===== config.mk =====
export PLATFORM = sky130hd
export DESIGN_NAME = boot_rom
export DESIGN_NICKNAME = d
export VERILOG_FILES = /design/src/design/bus_map_pkg.sv /design/src/design/boot_rom.sv
export SDC_FILE = /design/constraint.sdc
export NUM_CORES = 1
export LEC_CHECK = 0
export BUFFER_PORTS_ARGS = -buffer_cell sky130_fd_sc_hd__buf_2
export CAP_MARGIN = 20
export CORE_UTILIZATION = 43
export DETAILED_ROUTE_END_ITERATION = 12
export HOLD_SLACK_MARGIN = 0.15
export PLACE_DENSITY_LB_ADDON = 0.3
export SYNTH_ARGS = -nofsm -noshare
export SYNTH_HDL_FRONTEND = slang
export SYNTH_SLANG_ARGS = --single-unit

===== constraint.sdc =====
create_clock -name clk -period 0.8 [get_ports clk]
set_input_delay 0.08 -clock clk [delete_from_list [all_inputs] [get_ports clk]]
set_output_delay 0.08 -clock clk [all_outputs]
set_load 0.005 [all_outputs]

===== src/design/bus_map_pkg.sv =====
/* bus address map definitions */

package bus_map_pkg;

        // upper address half-word of each region
        localparam logic [15:0] region_boot = 16'h1c00;
        localparam logic [15:0] region_ram  = 16'h1d00;
        localparam logic [15:0] region_gpio = 16'h9200;

        // returned for reads outside the map
        localparam logic [31:0] err_word = 32'hdeadbeef;

        // device sizes in words
        localparam int rom_words = 256;
        localparam int ram_words = 1024;

        // extra cycles before the RAM answers
        localparam int ram_wait = 2;

        // pin count of the GPIO block
        localparam int gpio_width = 16;

        // boot ROM contents, derived from the word index
        function automatic logic [31:0] rom_word(input logic [7:0] idx);
                logic [31:0] word;
                word[7:0]   = idx;
                word[15:8]  = ~idx;
                word[31:16] = 16'hb007;
                return word;
        endfunction

endpackage


===== src/design/boot_rom.sv =====
/* boot ROM */

module boot_rom import bus_map_pkg::*; (
        input  logic        clk,
        input  logic        rst,
        input  logic        rd,
        input  logic [7:0]  addr,
        output logic        ready,
        output logic [31:0] rdata
);

        always_ff @(posedge clk) begin
                if (rst)
                        ready <= 1'b0;
                else
                        ready <= rd;
        end

        // contents come straight from the index
        always_ff @(posedge clk) begin
                if (rd)
                        rdata <= rom_word(addr);
        end

endmodule


# Word-level counts from Yosys, hierarchy flattened
# Index checks and enable logic that the tools add are counted.
dict set report op_classes {
  bitwise_logic 1
}
# op n
set ops {}
lappend ops {{8-bit inverter} 1}
dict set report word_totals {
  register_bits 17
  in_bits 11
  output_inout_bits 33
  word_cells 3
}

# Longest topological paths before layout
dict set report depth {
  ltp_word 1
  mapped_depth 1
  ltp_nobuf 1
}

# Least setup slack after synthesis
# Ideal clock, no wire load.
dict set report synth_path {
  path_kind {flip-flop to output port}
  startpoint {register rdata[0]}
  endpoint {output port rdata[0]}
  arrival_ns 0.355
  t_required_ns 0.720
  path_slack_ns 0.365
  path_stages_with_launch 1
  n_path_buf 0
  path_cell_list {edfxtp_1}
}
# element line_no
set synth_lines {}
lappend synth_lines {{start, declared} boot_rom.sv:9} ;# output logic [31:0] rdata
lappend synth_lines {{start signal, assigned} boot_rom.sv:22} ;# rdata <= rom_word(addr);
# No word-level cell between the ends.

# Worst setup path after layout
dict set report layout_path {
  startpoint {register rdata[1]}
  endpoint {output port rdata[1]}
}
# No word-level cell between the ends.

==> results.py <==
metrics = {
    "outcome": {
        "status": "finished with violations",
        "violations": "negative setup slack",
    },
    "placed_design": {
        "gp_congestion": 0.6512,
        "port_buffers": 27,
        "hpwl_um": 602.6,
        "dp_slack_ns": 0.04947,
        "placed_cell_area_um2": 758.2,
    },
    "hold_path": {
        "min-delay-start": "rd",
        "hold_path.class": "in -> reg",
        "hold-path-endpoint": "rdata[4]",
        "whs_path_depth": 1,
    },
    "logic_synthesis": {
        "yosysSeqAreaShare_pct": 74.49,
        "yosys.area.top_type_share_pct": 71.51,
        "synth.distinct_cells": 6,
        "ys_top_cells_by_count": "16 x buf_4, 16 x edfxtp_1, 8 x inv_1",
        "yosysTopAreaCell": "edfxtp_1",
        "synth_cells": 44,
        "netlist_area_um2": 671.9,
        "synth_top_cells_by_area": "edfxtp_1 72%, buf_4 18%, inv_1 4.5%",
        "avgSynthCellArea_um2": 15.27,
        "synth_ff_type": "edfxtp_1",
        "ys_ff_latch": 17,
        "synth-async-reset-ratio_pct": 0,
        "synth_edf_count": 16,
        "ys_warn_count": 0,
    },
    "cells_and_area": {
        "drive_gt1_share_pct": 37.80,
        "fill_cells": 119,
        "design_area_um2": 874.6,
        "nNetsFinal": 94,
        "antenna_cells": 0,
        "syn_to_final_growth_pct": 30.17,
    },
    "global_route": {
        "grt_pass1_wl_um": 1386,
        "grt_antenna_before_repair": 0,
        "first_global_vias": 340,
        "grt_overflow": 0,
        "grt_usage_pct": 10.85,
        "grt_max_degree": 18,
    },
    "route": {
        "drc": 0,
        "post_drt_wl_per_cell_um": 9.103,
        "routed_wirelength_um": 883,
        "ant_nets": 0,
        "drtIter0Drc": 5,
        "dr.pass1.iters": 4,
        "num_vias": 385,
        "via_per_inst": 3.969,
    },
    "worst_setup_path": {
        "crit_path_top_delay_cell": "edfxtp_1",
        "path_max_fanout": 1,
        "cp-start-kind": "register",
        "crit_required_ns": 0.72,
        "path_cells": "buf_2",
        "cp_num_buf_inv": 1,
        "cpPeakStageDelay_ns": 0.38,
        "path_delay_family": "flip-flops",
        "arrival_ns": 0.79,
        "critical_path_class": "reg -> out",
        "cp-end-kind": "output port",
    },
    "power_and_ir_drop": {
        "power_frac_seq_pct": 63.8,
        "p_comb_share_pct": 10.7,
        "p_int_mw": 1.334,
        "clkPwrFrac_pct": 25.4,
        "p_leak_nw": 0.4263,
        "p_switching_mw": 0.3285,
        "p_per_area_nw_per_um2": 1900,
        "vdd_drop_max_mv": 0.7270,
        "swShare_pct": 19.76,
    },
    "clock_tree": {
        "cts.path.max_buffers": 2,
        "clockRootBuffer": "clkbuf_4",
        "clk_pin_slew_worst_paths_ns": 0.09,
        "cts_htree_levels": 1,
        "cts_tree": "built",
        "cts_buffers": 3,
        "clkSinkCount": 17,
        "cts_resized": 0,
    },
    "timing": {
        "post-route-min-period_ns": 0.8651,
        "setup_violations": 16,
        "final_hold_viol_count": 0,
        "timing.final.ws_setup_ns": -0.06510,
        "slew_violations": 0,
        "finalSetupTns_ns": -0.7520,
        "rsz0062_at_grt": "yes",
        "period_share_pct": 108.1,
        "fmax_ghz": 1.156,
    },
    "floorplanning": {
        "std_cell_rows": 13,
        "io_pins": 44,
        "start_util_pct": 48.60,
        "core_um2": 1383,
        "die_y_um": 41.53,
        "dieArea_um2": 1725,
        "die_x_um": 41.53,
    },
    "job": {
        "max-cap-violations": 0,
    },
}
==> layer usage <==
layer | wire, um | global-route usage [%] | vias to the layer above | share of wire (%)
li1 | - | - | 185 | -
met1 | 287 | 9.913 | 175 | 33
met2 | 502 | 19.69 | 23 | 57
met3 | 73 | 2.174 | 2 | 8.3
met4 | 19 | 9.677 | 0 | 2.2
met5 | 0 | 0 | - | 0
==> power groups by stage <==
stage | logic [mW] | registers [mW] | clock network [mW]
after CTS | 0.178 | 1.06 | 0.442
after floorplan | 0.0837 | 1.10 | 0
final | 0.179 | 1.06 | 0.423
after global placement | 0.141 | 1.08 | 0
after detailed placement | 0.145 | 1.08 | 0
after global routing | 0.198 | 1.07 | 0.489
==> sequential cells by signal (all words and copies together), names as in the netlist <==
| name | cells |
|---|---|
| ready | 1 |
| rdata | 16 |
==> through the flow <==
step	cells	total power [mW]	hold WS, ns	util (%)
floorplan	58	1.179	0.1443	-
global placement	84	1.221	0.2665	54.84
detailed placement	84	1.227	0.2654	54.84
CTS	97	1.681	0.2307	63.26
global route	97	1.754	0.2358	63.26
finish	97	1.662	0.2336	63.26
==> cell families after synthesis <==
logic type,synth area share (%)
buf+inv,22.35
other cells,1.118
simple gates,2.048
flops,74.49
==> layout by cell type (no fill, tap or decap) <==
cell and instances:
conb_1 16, inv_1 8, clkbuf_1 1, buf_2 27, dfxtp_1 1, clkbuf_4 3
dlygate4sd3_1 9, nor2b_4 1, edfxtp_1 16
==> worst max-delay path by stage <==
stage | startpoint | cells after the start | end | slack, ns
final | rdata[1] | 1 | rdata[1] | -0.07
after global placement | rd | 1 | rdata[11] | 0.08
after global routing | rdata[7] | 1 | rdata[7] | -0.11
after CTS | rdata[13] | 1 | rdata[13] | -0.08
after floorplan | rdata[0] | 0 | rdata[0] | 0.36
after detailed placement | rd | 1 | rdata[3] | 0.05
==> timing repair <==
action / in CTS / in global routing
hold endpoints to repair: 17 / 0
endpoints found under the setup margin: 16 / 17
hold buffers: 9 / 0
setup buffers: 0 / 0
==> area by class of cell <==
type / count / area [um^2] / share of cell area [%]
Tap cell: 15 / 18.77 / 2.146
Clock buffer: 4 / 26.28 / 3.004
Multi-Input combinational cell: 17 / 73.82 / 8.441
Sequential cell: 17 / 500.5 / 57.22
Inverter: 8 / 30.03 / 3.433
Timing Repair Buffer: 36 / 225.2 / 25.75
No activity file was read; power rests on OpenSTA's default activity.
