`config.mk`:
```
export PLATFORM = sky130hd
export DESIGN_NAME = gpio_regs
export DESIGN_NICKNAME = d
export VERILOG_FILES = /design/src/design/bus_map_pkg.sv /design/src/design/gpio_regs.sv
export SDC_FILE = /design/constraint.sdc
export NUM_CORES = 1
export LEC_CHECK = 0
export CAP_MARGIN = 20
export CORE_UTILIZATION = 41
export DETAILED_ROUTE_END_ITERATION = 12
export DONT_BUFFER_PORTS = 1
export MAX_ROUTING_LAYER = met4
export PLACE_DENSITY = 0.57
export SYNTH_ARGS = -nofsm -noshare
export SYNTH_HDL_FRONTEND = slang
export SYNTH_SLANG_ARGS = --single-unit
export TNS_END_PERCENT = 1
```
`constraint.sdc`:
```
create_clock -name clk -period 1.3 [get_ports clk]
set_input_delay 0.26 -clock clk [delete_from_list [all_inputs] [get_ports clk]]
set_output_delay 0.26 -clock clk [all_outputs]
set_load 0.05 [all_outputs]
```
`src/design/bus_map_pkg.sv`:
```
/* bus address map definitions */

package bus_map_pkg;

        // upper address half-word of each region
        localparam logic [15:0] region_boot = 16'h1c00;
        localparam logic [15:0] region_ram  = 16'h1d00;
        localparam logic [15:0] region_gpio = 16'h9200;

        // returned for reads outside the map
        localparam logic [31:0] err_word = 32'hdeadbeef;

        // device sizes in words
        localparam int rom_words = 256;
        localparam int ram_words = 1024;

        // extra cycles before the RAM answers
        localparam int ram_wait = 2;

        // pin count of the GPIO block
        localparam int gpio_width = 16;

        // boot ROM contents, derived from the word index
        function automatic logic [31:0] rom_word(input logic [7:0] idx);
                logic [31:0] word;
                word[7:0]   = idx;
                word[15:8]  = ~idx;
                word[31:16] = 16'hb007;
                return word;
        endfunction

endpackage

```
`src/design/gpio_regs.sv`:
```
/* GPIO registers */

module gpio_regs import bus_map_pkg::*; (
        input  logic                  clk,
        input  logic                  rst,
        input  logic                  rd,
        input  logic                  we,
        input  logic                  addr,
        input  logic [31:0]           wdata,
        input  logic [1:0]            be,
        input  logic [gpio_width-1:0] gpio_in,
        output logic [31:0]           rdata,
        output logic [gpio_width-1:0] gpio_out
);

        logic [gpio_width-1:0] in_meta;
        logic [gpio_width-1:0] in_sync;
        logic [gpio_width-1:0] sel_word;

        // register 0, byte writable
        always_ff @(posedge clk) begin
                if (rst) begin
                        gpio_out <= '0;
                end else if (we && !addr) begin
                        if (be[0])
                                gpio_out[7:0] <= wdata[7:0];
                        if (be[1])
                                gpio_out[15:8] <= wdata[15:8];
                end
        end

        // two-flop synchronizer for the input pins
        always_ff @(posedge clk) begin
                in_meta <= gpio_in;
                in_sync <= in_meta;
        end

        assign sel_word = addr ? in_sync : gpio_out;
        assign rdata    = rd ? {{(32 - gpio_width){1'b0}}, sel_word} : '0;

endmodule

```
======== Word level (Yosys, flattened, before mapping) ========
Index checks and enable logic that the tools add are counted.
Widths: inputs -> output; s select.
word-level totals
  flip-flop bits (word level) ............. 48
operators by class
  reduce and logical (&&, ||, !) cells .... 4
  multiplexer cells ....................... 2
operators by type and width
  kind               count
  $mux 16            2
  $reduce_and 2->1   2
  $logic_and 1x1->1  1
  $logic_not 1->1    1

======== Longest topological paths before layout ========
  depth in word-level cells ............... 3
  gate-level depth with buffers ........... 4
  depth with buffers taken out ............ 2

======== Worst setup path after synthesis ========
No wires, ideal clock.
  path kind ............................... reg-to-output
  start point ............................. register gpio_out[0]
  end point ............................... output rdata[0]
  cell stages (with the launch flop) ...... 3
  data required time ...................... 1.040 ns
  data arrival time ....................... 1.477 ns
  setup slack ............................. -0.437 ns
  buffers on the path ..................... 0
  path through ............................ dfxtp_1 -> mux2i_1 -> nor2b_1
on the way
  word-level cells in the longest chain between the ends .. 2
RTL lines
  item                    RTL line         text
  start, declared         gpio_regs.sv:13  output logic [gpio_width-1:0] gpio_out
  start signal, assigned  gpio_regs.sv:26  gpio_out[7:0] <= wdata[7:0];
  $mux 16                 gpio_regs.sv:38  assign sel_word = addr ? in_sync : gpio_out;
  $mux 16                 gpio_regs.sv:39  assign rdata = rd ? {{(32 - gpio_width){1'b0}}, sel_word} : '0;
  end, declared           gpio_regs.sv:12  output logic [31:0] rdata,
No other way between the ends.

======== Worst setup path in the final report ========
  start point ............................. register gpio_out[5]
  end point ............................... output rdata[5]
Same word-level chain as after synthesis.

==> results.tsv <==
metric	value	unit
switching share of total power	0.2547	
Design Area, Final	2756	µm²
period utilization	1.004	
Hold Path Class	in -> reg	
Worst Path Arrival	1.05	ns
MaxCap Viol Count	0	
gr usage total	0.1570	
Worst setup SP type	flip-flop	
sequential-to-total area share from yosys stat	0.5401	
Final setup viols	3	
final worst slack	-0.005264	ns
Stages on worst setup path	3	
hold path cells	2	
hold slack	0.09614	ns
clock-pin slew on the worst setup and hold paths	0.08	ns
Hold Fails Final Rpt	0	
DRC	0	
WL per Instance	13.91	µm
IO buf count	0	
via count	1154	
clock buffer depth	2	
CP peak stage delay	0.33	ns
DP Area	2278	µm²
PwrDens	1218	nW/µm²
Net Switching	0.8555	mW
crit-path max FO	2	
Synth Instances	155	
Period minus WS final	1.305	ns
gpl congestion	0.6212	
Final Core Density	0.6745	
Flop pwr share	0.472	
GR Overflow Total	0	
CP required	1.04	ns
Core Footprint	4086	µm²
post-CTS setup repair buffer count	0	
die outline height	67.88	µm
pre-CTS setup slack	0.2843	ns
power share of the combinational group	0.185	
Layout Nets	257	
I/O pin total	103	
R2R cell count	3	
Buf/Inv on CP	1	
Iter 0 DRT Violations	16	
routed vias/inst	4.561	
Inserted Clock Buffers	5	
htree depth	2	
DP HPWL	2388	µm
fmax	0.7661	GHz
Layout Skew	0.005390	ns
fin cells	253	
initial antenna violation count	0	
Top Family by Delay on Critical Path	flip-flops	
root buf cell	clkbuf_8	
area added between synthesis and finish	54.92	%
drt total wl	3520	µm
Die W	67.88	µm
total power	3.358	mW
Slew Limit Fails	0	
TritonCTS Sinks	48	
slowest stage cell, crit path	dfxtp_2	
synth warn	0	
Antenna Nets Post-Route	0	
Yosys reg bits	48	
CP Cell Sequence	mux2i_2 -> nor2b_4 -> buf_12	
failing checks	negative setup slack	
worst skew pair latency	0.30	ns
DR pass1 iterations	3	
FP Rows	23	
setup TNS	-0.01020	ns
Pleak	1.115	nW
worst vdd ir	0.9927	mV
die area	4607	µm²
Post-Place Cells	229	
synth unique cells	9	
effective utilization at floorplan	0.4354	
part of the power in the clock network	0.343	
CTS tree	built	
vias in the first global route	1103	
internal power	2.503	mW
first-pass GRT wire length	4940	µm
largest net degree at the start of global routing	33	
ant diodes	0	
Synth Cell Area	1779	µm²
RSZ-0062 raised after global routing	true	
share of cells above drive strength 1	0.4778	
crit end category	primary output	
# fillers	301	
Post-Syn Area per Cell	11.48	µm²
WS Path Type	reg -> out	
status	finished, violations left	
==> Yosys cell counts <==
cell type,count,area share
nor2b_1,16,0.056
mux2i_1,32,0.18
buf_4,17,0.072
and3b_1,2,0.0098
clkbuf_1,4,0.0084
buf_6,3,0.019
conb_1,1,0.0021
nand2b_1,32,0.11
dfxtp_1,48,0.54
==> layout make-up <==
| class | count | area, µm² | share of cell area |
|---|---|---|---|
| Sequential cell | 48 | 992.2 | 0.3600 |
| Multi-Input combinational cell | 98 | 979.7 | 0.3554 |
| Timing Repair Buffer | 49 | 595.6 | 0.2161 |
| Clock buffer | 7 | 96.34 | 0.03495 |
| Tap cell | 50 | 62.56 | 0.02270 |
| Clock inverter | 1 | 30.03 | 0.01089 |
==> worst paths after layout <==
path | endpoint | slack (ns) | start
setup / recovery | rdata[5] | -0.005 | gpio_out[5]
hold / removal | gpio_out[5] | 0.1 | wdata[5]
setup reg to reg | gpio_out[10] | 0.44 | gpio_out[10]
hold reg to reg | in_sync[11] | 0.33 | in_meta[11]
==> cells by family (layout without fill, tap and decap cells) <==
family / Yosys count / in the layout / synth area share
multiplexers: 32 / 32 / 0.1800
buffers and inverters: 24 / 57 / 0.09915
AND/OR/NAND/NOR: 50 / 50 / 0.1786
flip-flops: 48 / 48 / 0.5401
other: 1 / 16 / 0.002108
==> power by group through the flow <==
stage          clock (mW)  sequential (mW)  combinational [mW]
5_1_grt              1.23             1.59               0.648
3_5_place_dp            0             1.60               0.545
4_1_cts              1.17             1.57               0.602
2_1_floorplan           0             1.65               0.399
3_3_place_gp            0             1.59               0.539
6_report             1.15             1.58               0.622
==> per-layer routing <==
metal  routed length, µm  share of wire  track usage
met2                1874           0.53       0.2797
met1                1296           0.37       0.1512
met5                   0              0            -
met4                  63          0.018      0.06250
met3                 286          0.081      0.06167
==> worst reg2reg max path, stage by stage (launching register included) <==
cell	delay, ns
dfxtp_2	0.36
buf_4	0.21
nand2b_1	0.08
mux2i_1	0.14
==> state kept, by name (all words and copies together), names as in the netlist <==
signal	count
in_meta	16
in_sync	16
gpio_out	16
==> placed cells by master, fill, tap and decap left out <==
master,count
dlygate4sd3_1,16
dfxtp_1,23
clkbuf_8,7
nor2b_4,16
mux2i_2,3
buf_12,15
mux2i_1,17
nand2b_1,32
buf_4,18
bufinv_16,1
and3b_1,2
dfxtp_2,25
mux2i_4,12
conb_1,16
==> repair_timing <==
action,in CTS,in global routing
hold buffers,16,0
setup endpoints to repair,16,16
pin swaps,0,0
hold endpoints to repair,16,0
resized for setup,28,23
(Power assumes the default switching activity.)
