`src/design/bus_map_pkg.sv`:
```
/* bus address map definitions */

package bus_map_pkg;

        // upper address half-word of each region
        localparam logic [15:0] region_boot = 16'h1c00;
        localparam logic [15:0] region_ram  = 16'h1d00;
        localparam logic [15:0] region_gpio = 16'h9200;

        // returned for reads outside the map
        localparam logic [31:0] err_word = 32'hdeadbeef;

        // device sizes in words
        localparam int rom_words = 256;
        localparam int ram_words = 1024;

        // extra cycles before the RAM answers
        localparam int ram_wait = 2;

        // pin count of the GPIO block
        localparam int gpio_width = 16;

        // boot ROM contents, derived from the word index
        function automatic logic [31:0] rom_word(input logic [7:0] idx);
                logic [31:0] word;
                word[7:0]   = idx;
                word[15:8]  = ~idx;
                word[31:16] = 16'hb007;
                return word;
        endfunction

endpackage

```
`src/design/addr_mapper.sv`:
```
/* address mapper */

module addr_mapper import bus_map_pkg::*; (
        input  logic        clk,
        input  logic        rst,
        input  logic        start,
        input  logic [31:0] acc_addr,
        input  logic [31:0] acc_wdata,
        input  logic [3:0]  acc_be,
        input  logic        acc_rd,
        input  logic        rom_ready,
        input  logic [31:0] rom_rdata,
        input  logic        ram_ready,
        input  logic [31:0] ram_rdata,
        input  logic [31:0] gpio_rdata,
        output logic        done,
        output logic [31:0] result,
        output logic        rom_rd,
        output logic [7:0]  rom_addr,
        output logic        ram_rd,
        output logic        ram_we,
        output logic [9:0]  ram_addr,
        output logic [31:0] ram_wdata,
        output logic [3:0]  ram_be,
        output logic        gpio_rd,
        output logic        gpio_we,
        output logic        gpio_addr,
        output logic [31:0] gpio_wdata,
        output logic [3:0]  gpio_be
);

        typedef enum logic [1:0] {
                st_idle,
                st_strobe,
                st_wait
        } map_state_t;

        typedef enum logic [1:0] {
                sel_none,
                sel_boot,
                sel_ram,
                sel_gpio
        } region_t;

        map_state_t  state;
        region_t     region;
        logic [31:0] addr_q;
        logic [31:0] wdata_q;
        logic [3:0]  be_q;
        logic        rd_q;
        logic        strobe;
        logic        use_ready;
        logic        dev_ready;
        logic [31:0] dev_rdata;

        always_comb begin
                case (addr_q[31:16])
                        region_boot: region = sel_boot;
                        region_ram:  region = sel_ram;
                        region_gpio: region = sel_gpio;
                        default:     region = sel_none;
                endcase
        end

        assign strobe = (state == st_strobe);

        // a ROM write gets no strobe and ends like an unmapped access
        assign use_ready = (region == sel_ram) || (region == sel_boot && rd_q);

        assign dev_ready = (region == sel_ram) ? ram_ready : rom_ready;
        assign dev_rdata = (region == sel_ram) ? ram_rdata : rom_rdata;

        // one-cycle strobes, only to the selected device
        assign rom_rd  = strobe && region == sel_boot && rd_q;
        assign ram_rd  = strobe && region == sel_ram && rd_q;
        assign ram_we  = strobe && region == sel_ram && !rd_q;
        assign gpio_rd = strobe && region == sel_gpio && rd_q;
        assign gpio_we = strobe && region == sel_gpio && !rd_q;

        // word indices
        assign rom_addr  = addr_q[$clog2(rom_words)+1:2];
        assign ram_addr  = addr_q[$clog2(ram_words)+1:2];
        assign gpio_addr = addr_q[2];

        assign ram_wdata  = wdata_q;
        assign ram_be     = be_q;
        assign gpio_wdata = wdata_q;
        assign gpio_be    = be_q;

        always_ff @(posedge clk) begin
                if (rst) begin
                        state <= st_idle;
                        done  <= 1'b0;
                end else begin
                        done <= 1'b0;
                        case (state)
                                st_idle: begin
                                        if (start)
                                                state <= st_strobe;
                                end
                                st_strobe: begin
                                        if (use_ready) begin
                                                state <= st_wait;
                                        end else begin
                                                done  <= 1'b1;
                                                state <= st_idle;
                                        end
                                end
                                st_wait: begin
                                        if (dev_ready) begin
                                                done  <= 1'b1;
                                                state <= st_idle;
                                        end
                                end
                                default: state <= st_idle;
                        endcase
                end
        end

        // latched access and result register
        always_ff @(posedge clk) begin
                if (state == st_idle && start) begin
                        addr_q  <= acc_addr;
                        wdata_q <= acc_wdata;
                        be_q    <= acc_be;
                        rd_q    <= acc_rd;
                end
                if (strobe && !use_ready)
                        result <= (region == sel_gpio) ? gpio_rdata : err_word;
                if (state == st_wait && dev_ready)
                        result <= dev_rdata;
        end

endmodule

```
`config.mk`:
```
export PLATFORM = sky130hd
export DESIGN_NAME = addr_mapper
export DESIGN_NICKNAME = d
export VERILOG_FILES = /design/src/design/bus_map_pkg.sv /design/src/design/addr_mapper.sv
export SDC_FILE = /design/constraint.sdc
export NUM_CORES = 1
export LEC_CHECK = 0
export BUFFER_PORTS_ARGS = -buffer_cell sky130_fd_sc_hd__buf_2
export CAP_MARGIN = 15
export CORE_AREA = 2 2 117 119
export CTS_CLUSTER_DIAMETER = 40
export DETAILED_ROUTE_END_ITERATION = 8
export DIE_AREA = 0 0 119 121
export PLACE_DENSITY_LB_ADDON = 0.12
export SLEW_MARGIN = 25
export SYNTH_ARGS = -nofsm -noshare
export SYNTH_HDL_FRONTEND = slang
export SYNTH_SLANG_ARGS = --single-unit
```
`constraint.sdc`:
```
create_clock -name clk -period 4.52 [get_ports clk]
set_input_delay 0.226 -clock clk [delete_from_list [all_inputs] [get_ports clk]]
set_output_delay 0.226 -clock clk [all_outputs]
set_load 0.1 [all_outputs]
```
Word level (Yosys, flattened, before mapping)
Index checks and enable logic that the tools add are counted.

Output and inout bits: 129. Input bits: 170. Flip-flop bits (word level): 104.

Eq/ne operators: 10. Multiplexer cells: 13. Reduce and logical (&&, ||, !) cells: 18.

Operator list (number): $mux 32 (4); $eq 16x13->1 const B (2); $eq 16x16->1 const B (1); $logic_and 1x1->1 (12); $pmux 2 s3 (2); $eq 2x2->1 const B (3); $mux 2 (3); $eq 2x1->1 const B (2); $ne 2x2->1 const B (2); $mux 1 (3); $logic_not 1->1 (2); $logic_not 2->1 (1); $pmux 1 s2 (1); $reduce_and 2->1 (1); $reduce_bool 2->1 (1); $logic_or 1x1->1 (1).

Longest topological paths before layout
Word-level depth: 9. Mapped depth: 7. Gate-level depth less buffers: 6.

Worst setup path before layout
Ideal clock, no wire load.

Path kind: register to output. From: register addr_q[23]. To: output gpio_rd. Cell stages (with the launch flop): 5. Arrival time: 3.322 ns. Setup slack: 0.972 ns. Data required time: 4.294 ns. Path buffers: 1. Cells stage by stage: edfxtp_1 > nor4_4 > nand3_1 > clkbuf_1 > nor3_1.

Cells in the longest elaborated chain, start to end: 5. Elaborated cells on any way between the ends: 7. Those cells by class: eq/ne (4); mux (1); reduce/logical (2).

RTL lines: from (decl) (line addr_mapper.sv:47) `logic [31:0] addr_q;`; from (signal assigned) (line addr_mapper.sv:123) `addr_q <= acc_addr;`; $eq 16x16->1 or $eq 16x13->1 (tied branches) (line addr_mapper.sv:57) `case (addr_q[31:16])`; $pmux 2 s3 (*) (line addr_mapper.sv:57); $eq 2x2->1 (*) (line addr_mapper.sv:77) `assign gpio_rd = strobe && region == sel_gpio && rd_q;`; $logic_and 1x1->1 (*) (2 in a row) (line addr_mapper.sv:77); to (decl) (line addr_mapper.sv:25) `output logic gpio_rd,`.

Every way passes the cells marked *; elsewhere a longest branch is shown, timed or not.

Final worst setup path
From: register addr_q[29]. To: register result[1] (enable).

Cells in the longest elaborated chain, start to end: 8. Elaborated cells on any way between the ends: 13. Those cells by class: eq/ne (5); mux (2); reduce/logical (6).

RTL lines: $eq 16x16->1 or $eq 16x13->1 (tied branches) (line addr_mapper.sv:57); $pmux 2 s3 (*) (line addr_mapper.sv:57); $eq 2x1->1 (line addr_mapper.sv:68) `assign use_ready = (region == sel_ram) || (region == sel_boot && rd_q);`; $logic_and 1x1->1 (line addr_mapper.sv:68); $logic_or 1x1->1 (line addr_mapper.sv:68); $logic_not 1->1 (line addr_mapper.sv:128) `if (strobe && !use_ready)`; $logic_and 1x1->1 (line addr_mapper.sv:128); $reduce_bool 2->1 (no line) (*); to (signal assigned) (line addr_mapper.sv:129) `result <= (region == sel_gpio) ? gpio_rdata : err_word;`; to (signal assigned) (line addr_mapper.sv:131) `result <= dev_rdata;`; to (decl) (line addr_mapper.sv:17) `output logic [31:0] result,`.

Marks and branches as above. A chain may end at the register's enable or synchronous reset.

==> impl_results.md <==
* CP arrival at 2.47 ns
* CP startpoint kind: flop
* Top cell type's share of synthesized area at 0.626
* Initial DRC count at 151
* #FFs+latches synth at 98
* Max_cap viols at 0
* Period Utilization, post-route at 0.549
* DP Worst Slack at 2.02 ns
* DRT Pass-1 Iters at 4
* Peak Freq at 403 MHz
* R2R setup slack at 2.04 ns
* Crit-path max FO at 34
* Routed len/inst at 15.3 microns
* P_leak at 2.94 nW
* Worst-path clk slew at 0.07 ns
* Crit-path leading delay family: simple AND/OR/NAND/NOR gates
* Critical path class: reg2reg
* DR vias/cell at 4.41
* Reg2reg path depth at 5
* Final core occ at 0.464
* Clock sink count at 98
* Synthesized Nets at 484
* Maximum vdd drop at 0.000275 V
* Share of cells above drive strength 1 at 0.570
* Post-Syn Area per Cell at 14.7 sq um
* Initial antenna violation count at 1
* PwrDens at 392 nW/um^2
* CP required at 4.51 ns
* Ys Warns at 0
* Gate Count Post-Synth at 311
* Postcts setup bufs at 0
* Nets at 724
* Fin. max-slew vios at 0
* Switching share of power at 0.356
* Placer Congestion at 0.789
* Sw power at 0.000847 W
* Die Width at 119 microns
* Initial Util at 0.348
* Combinational fraction of design power at 0.244
* Top-count cell post-synth: edfxtp_1
* Seq pwr share at 0.449
* CTS Buf Count at 9
* Actual slew at the worst max-slew pin at 0.672 ns
* Total Routing Usage GR at 0.152
* First-pass GRT wire length at 16.5 mm
* Top FF cell, synth: edfxtp_1
* Core area at 13,100 sq um
* Site Rows at 42
* PortBufs at 292
* Worst-skew pair later-pin latency at 0.34 ns
* CP max stage cell: mux2_4
* Int Pwr at 0.00153 W
* Setup ws final at 2.04 ns
* Total negative slack at 0 ns
* Hpwl dp at 8.42 mm
* DR vias at 3,230
* CP Capture Type: flop
* Cell area after synthesis at 4560 sq um
* Post-synthesis sequential area ratio at 0.639
* DRC Markers at 0
* Tmin final at 2.48 ns
* TritonCTS clock tree: built
* Register area at 2910 sq um
* Worst hold margin at 0.0530 ns
* Hold_buf cts at 0
* Post-route antenna net violation count at 0
* GR Overflow Total at 0
* Commonest cells post-synth: edfxtp_1 (95), mux2i_1 (68), buf_4 (54), nor3_1 (26), nand2_1 (10)
* Area Overhead vs Synth at 33.1%
* Clk pwr share at 0.306
* Cts repair resizes at 0
* Max-slew headroom at 0.552
* Synth top area cells: edfxtp_1 (63%), mux2i_1 (15%), buf_4 (8.9%)
* # diodes at 0
* RSZ-0062 raised after global routing: no
* Maximum number of pins on one net before global-route repair at 35
* CP Depth at 5
* Vias in the first global route at 3,124
* Critical-path cell list: nor4bb_1 > nand4_1 > mux2_4 > nand2_1 > buf_4
* Root buffer cell: clkbuf_16
* Total I/O pin count at 299
* Distinct cells, synth at 29
* Slowest stage delay, CP at 0.56 ns
* Worst Path Buf+Inv at 1
* Final hold violation count at 0
* Total Die Area at 14,400 sq um
* Status: finished, final reports clean
* Cell taking the most area after synthesis: edfxtp_1
* FFs w/ async S/R, synth at 0
* Worst hold path cell count at 1
* Max clock buf depth at 2
* Number of flops mapped to enable cells by yosys at 95
* Die height at 121 microns
* Htree depth at 3
* Final WL at 11.2 mm
* Worst min-delay path class: in2reg
* Post-Route Skew at 0.00947 ns
* Final setup vio count at 0
* Multi-input logic area at 1150 sq um
* Fillcell total at 1,195
## stage by stage
step / total power [W] / std cells / cell area (sq um)
floorplan: 0.00158 / 311 / 4560
global placement: 0.00167 / 716 / 5790
detailed placement: 0.00167 / 716 / 5790
CTS: 0.00241 / 732 / 6070
global route: 0.00246 / 732 / 6070
finish: 0.00238 / 732 / 6070
## logic make-up (layout without fill, tap and decap cells)
logic type | after synthesis | in the layout | synth area share
flops | 98 | 98 | 0.639
buf+inv | 71 | 316 | 0.110
fa+ha+maj | 3 | 3 | 0.00823
simple gates | 66 | 66 | 0.0845
mux | 69 | 69 | 0.153
compound gates | 4 | 4 | 0.00576
## final timing paths
check                                   to    startpoint
worst max-delay path             result[1]    addr_q[29]
worst min-delay path            addr_q[22]  acc_addr[22]
worst max register to register   result[1]    addr_q[29]
worst min register to register    state[1]      state[1]
## power by group through the flow
stage / registers [W] / clock network [W] / logic (W)
3_3_place_gp: 0.00109 / 0 / 0.000583
6_report: 0.00107 / 0.000729 / 0.000581
2_1_floorplan: 0.00128 / 0 / 0.000293
4_1_cts: 0.00107 / 0.000758 / 0.000585
5_1_grt: 0.00107 / 0.000787 / 0.000600
3_5_place_dp: 0.00109 / 0 / 0.000585
## per-layer routing
layer,up-vias,GRT usage,wire length (microns)
met3,14,0.0404,801
met2,143,0.256,5750
li1,1583,-,-
met5,-,0,13
met4,2,0.0580,168
met1,1488,0.187,4480
## worst register-to-register path, delay by kind of cell, from the launching register on
family	cells	cell delay [ns]
multiplexers	1	0.57
AND/OR/NAND/NOR	3	0.76
flip-flops	1	0.39
buffers and inverters	1	0.39
## layout by cell type (no fill, tap or decap), drive strengths merged, types with 2 or more instances in the layout
cell / count
and3: 2
buf: 297
clkbuf: 10
dfxtp: 3
edfxtp: 95
ha: 3
inv: 7
mux2i: 68
nand2: 10
nand2b: 4
nand3: 9
nand4: 2
nor2: 4
nor3: 26
nor4: 2
o21ai: 2
## state kept, by name (all words and copies together) (netlist names)
| name | flops |
|---|---|
| gpio_wdata | 32 |
| result | 32 |
| addr_q | 26 |
| gpio_be | 4 |
| state | 2 |
| done | 1 |
| rd_q | 1 |
## layout make-up
cell class | count | share of cell area
multi-input combinational | 142 | 0.189
inverter | 3 | 0.00186
timing repair buffer | 297 | 0.247
clock buffer | 10 | 0.0377
sequential | 98 | 0.480
tap | 176 | 0.0363
clock inverter | 6 | 0.00804
Note: power is estimated with default switching activity, not from simulation.
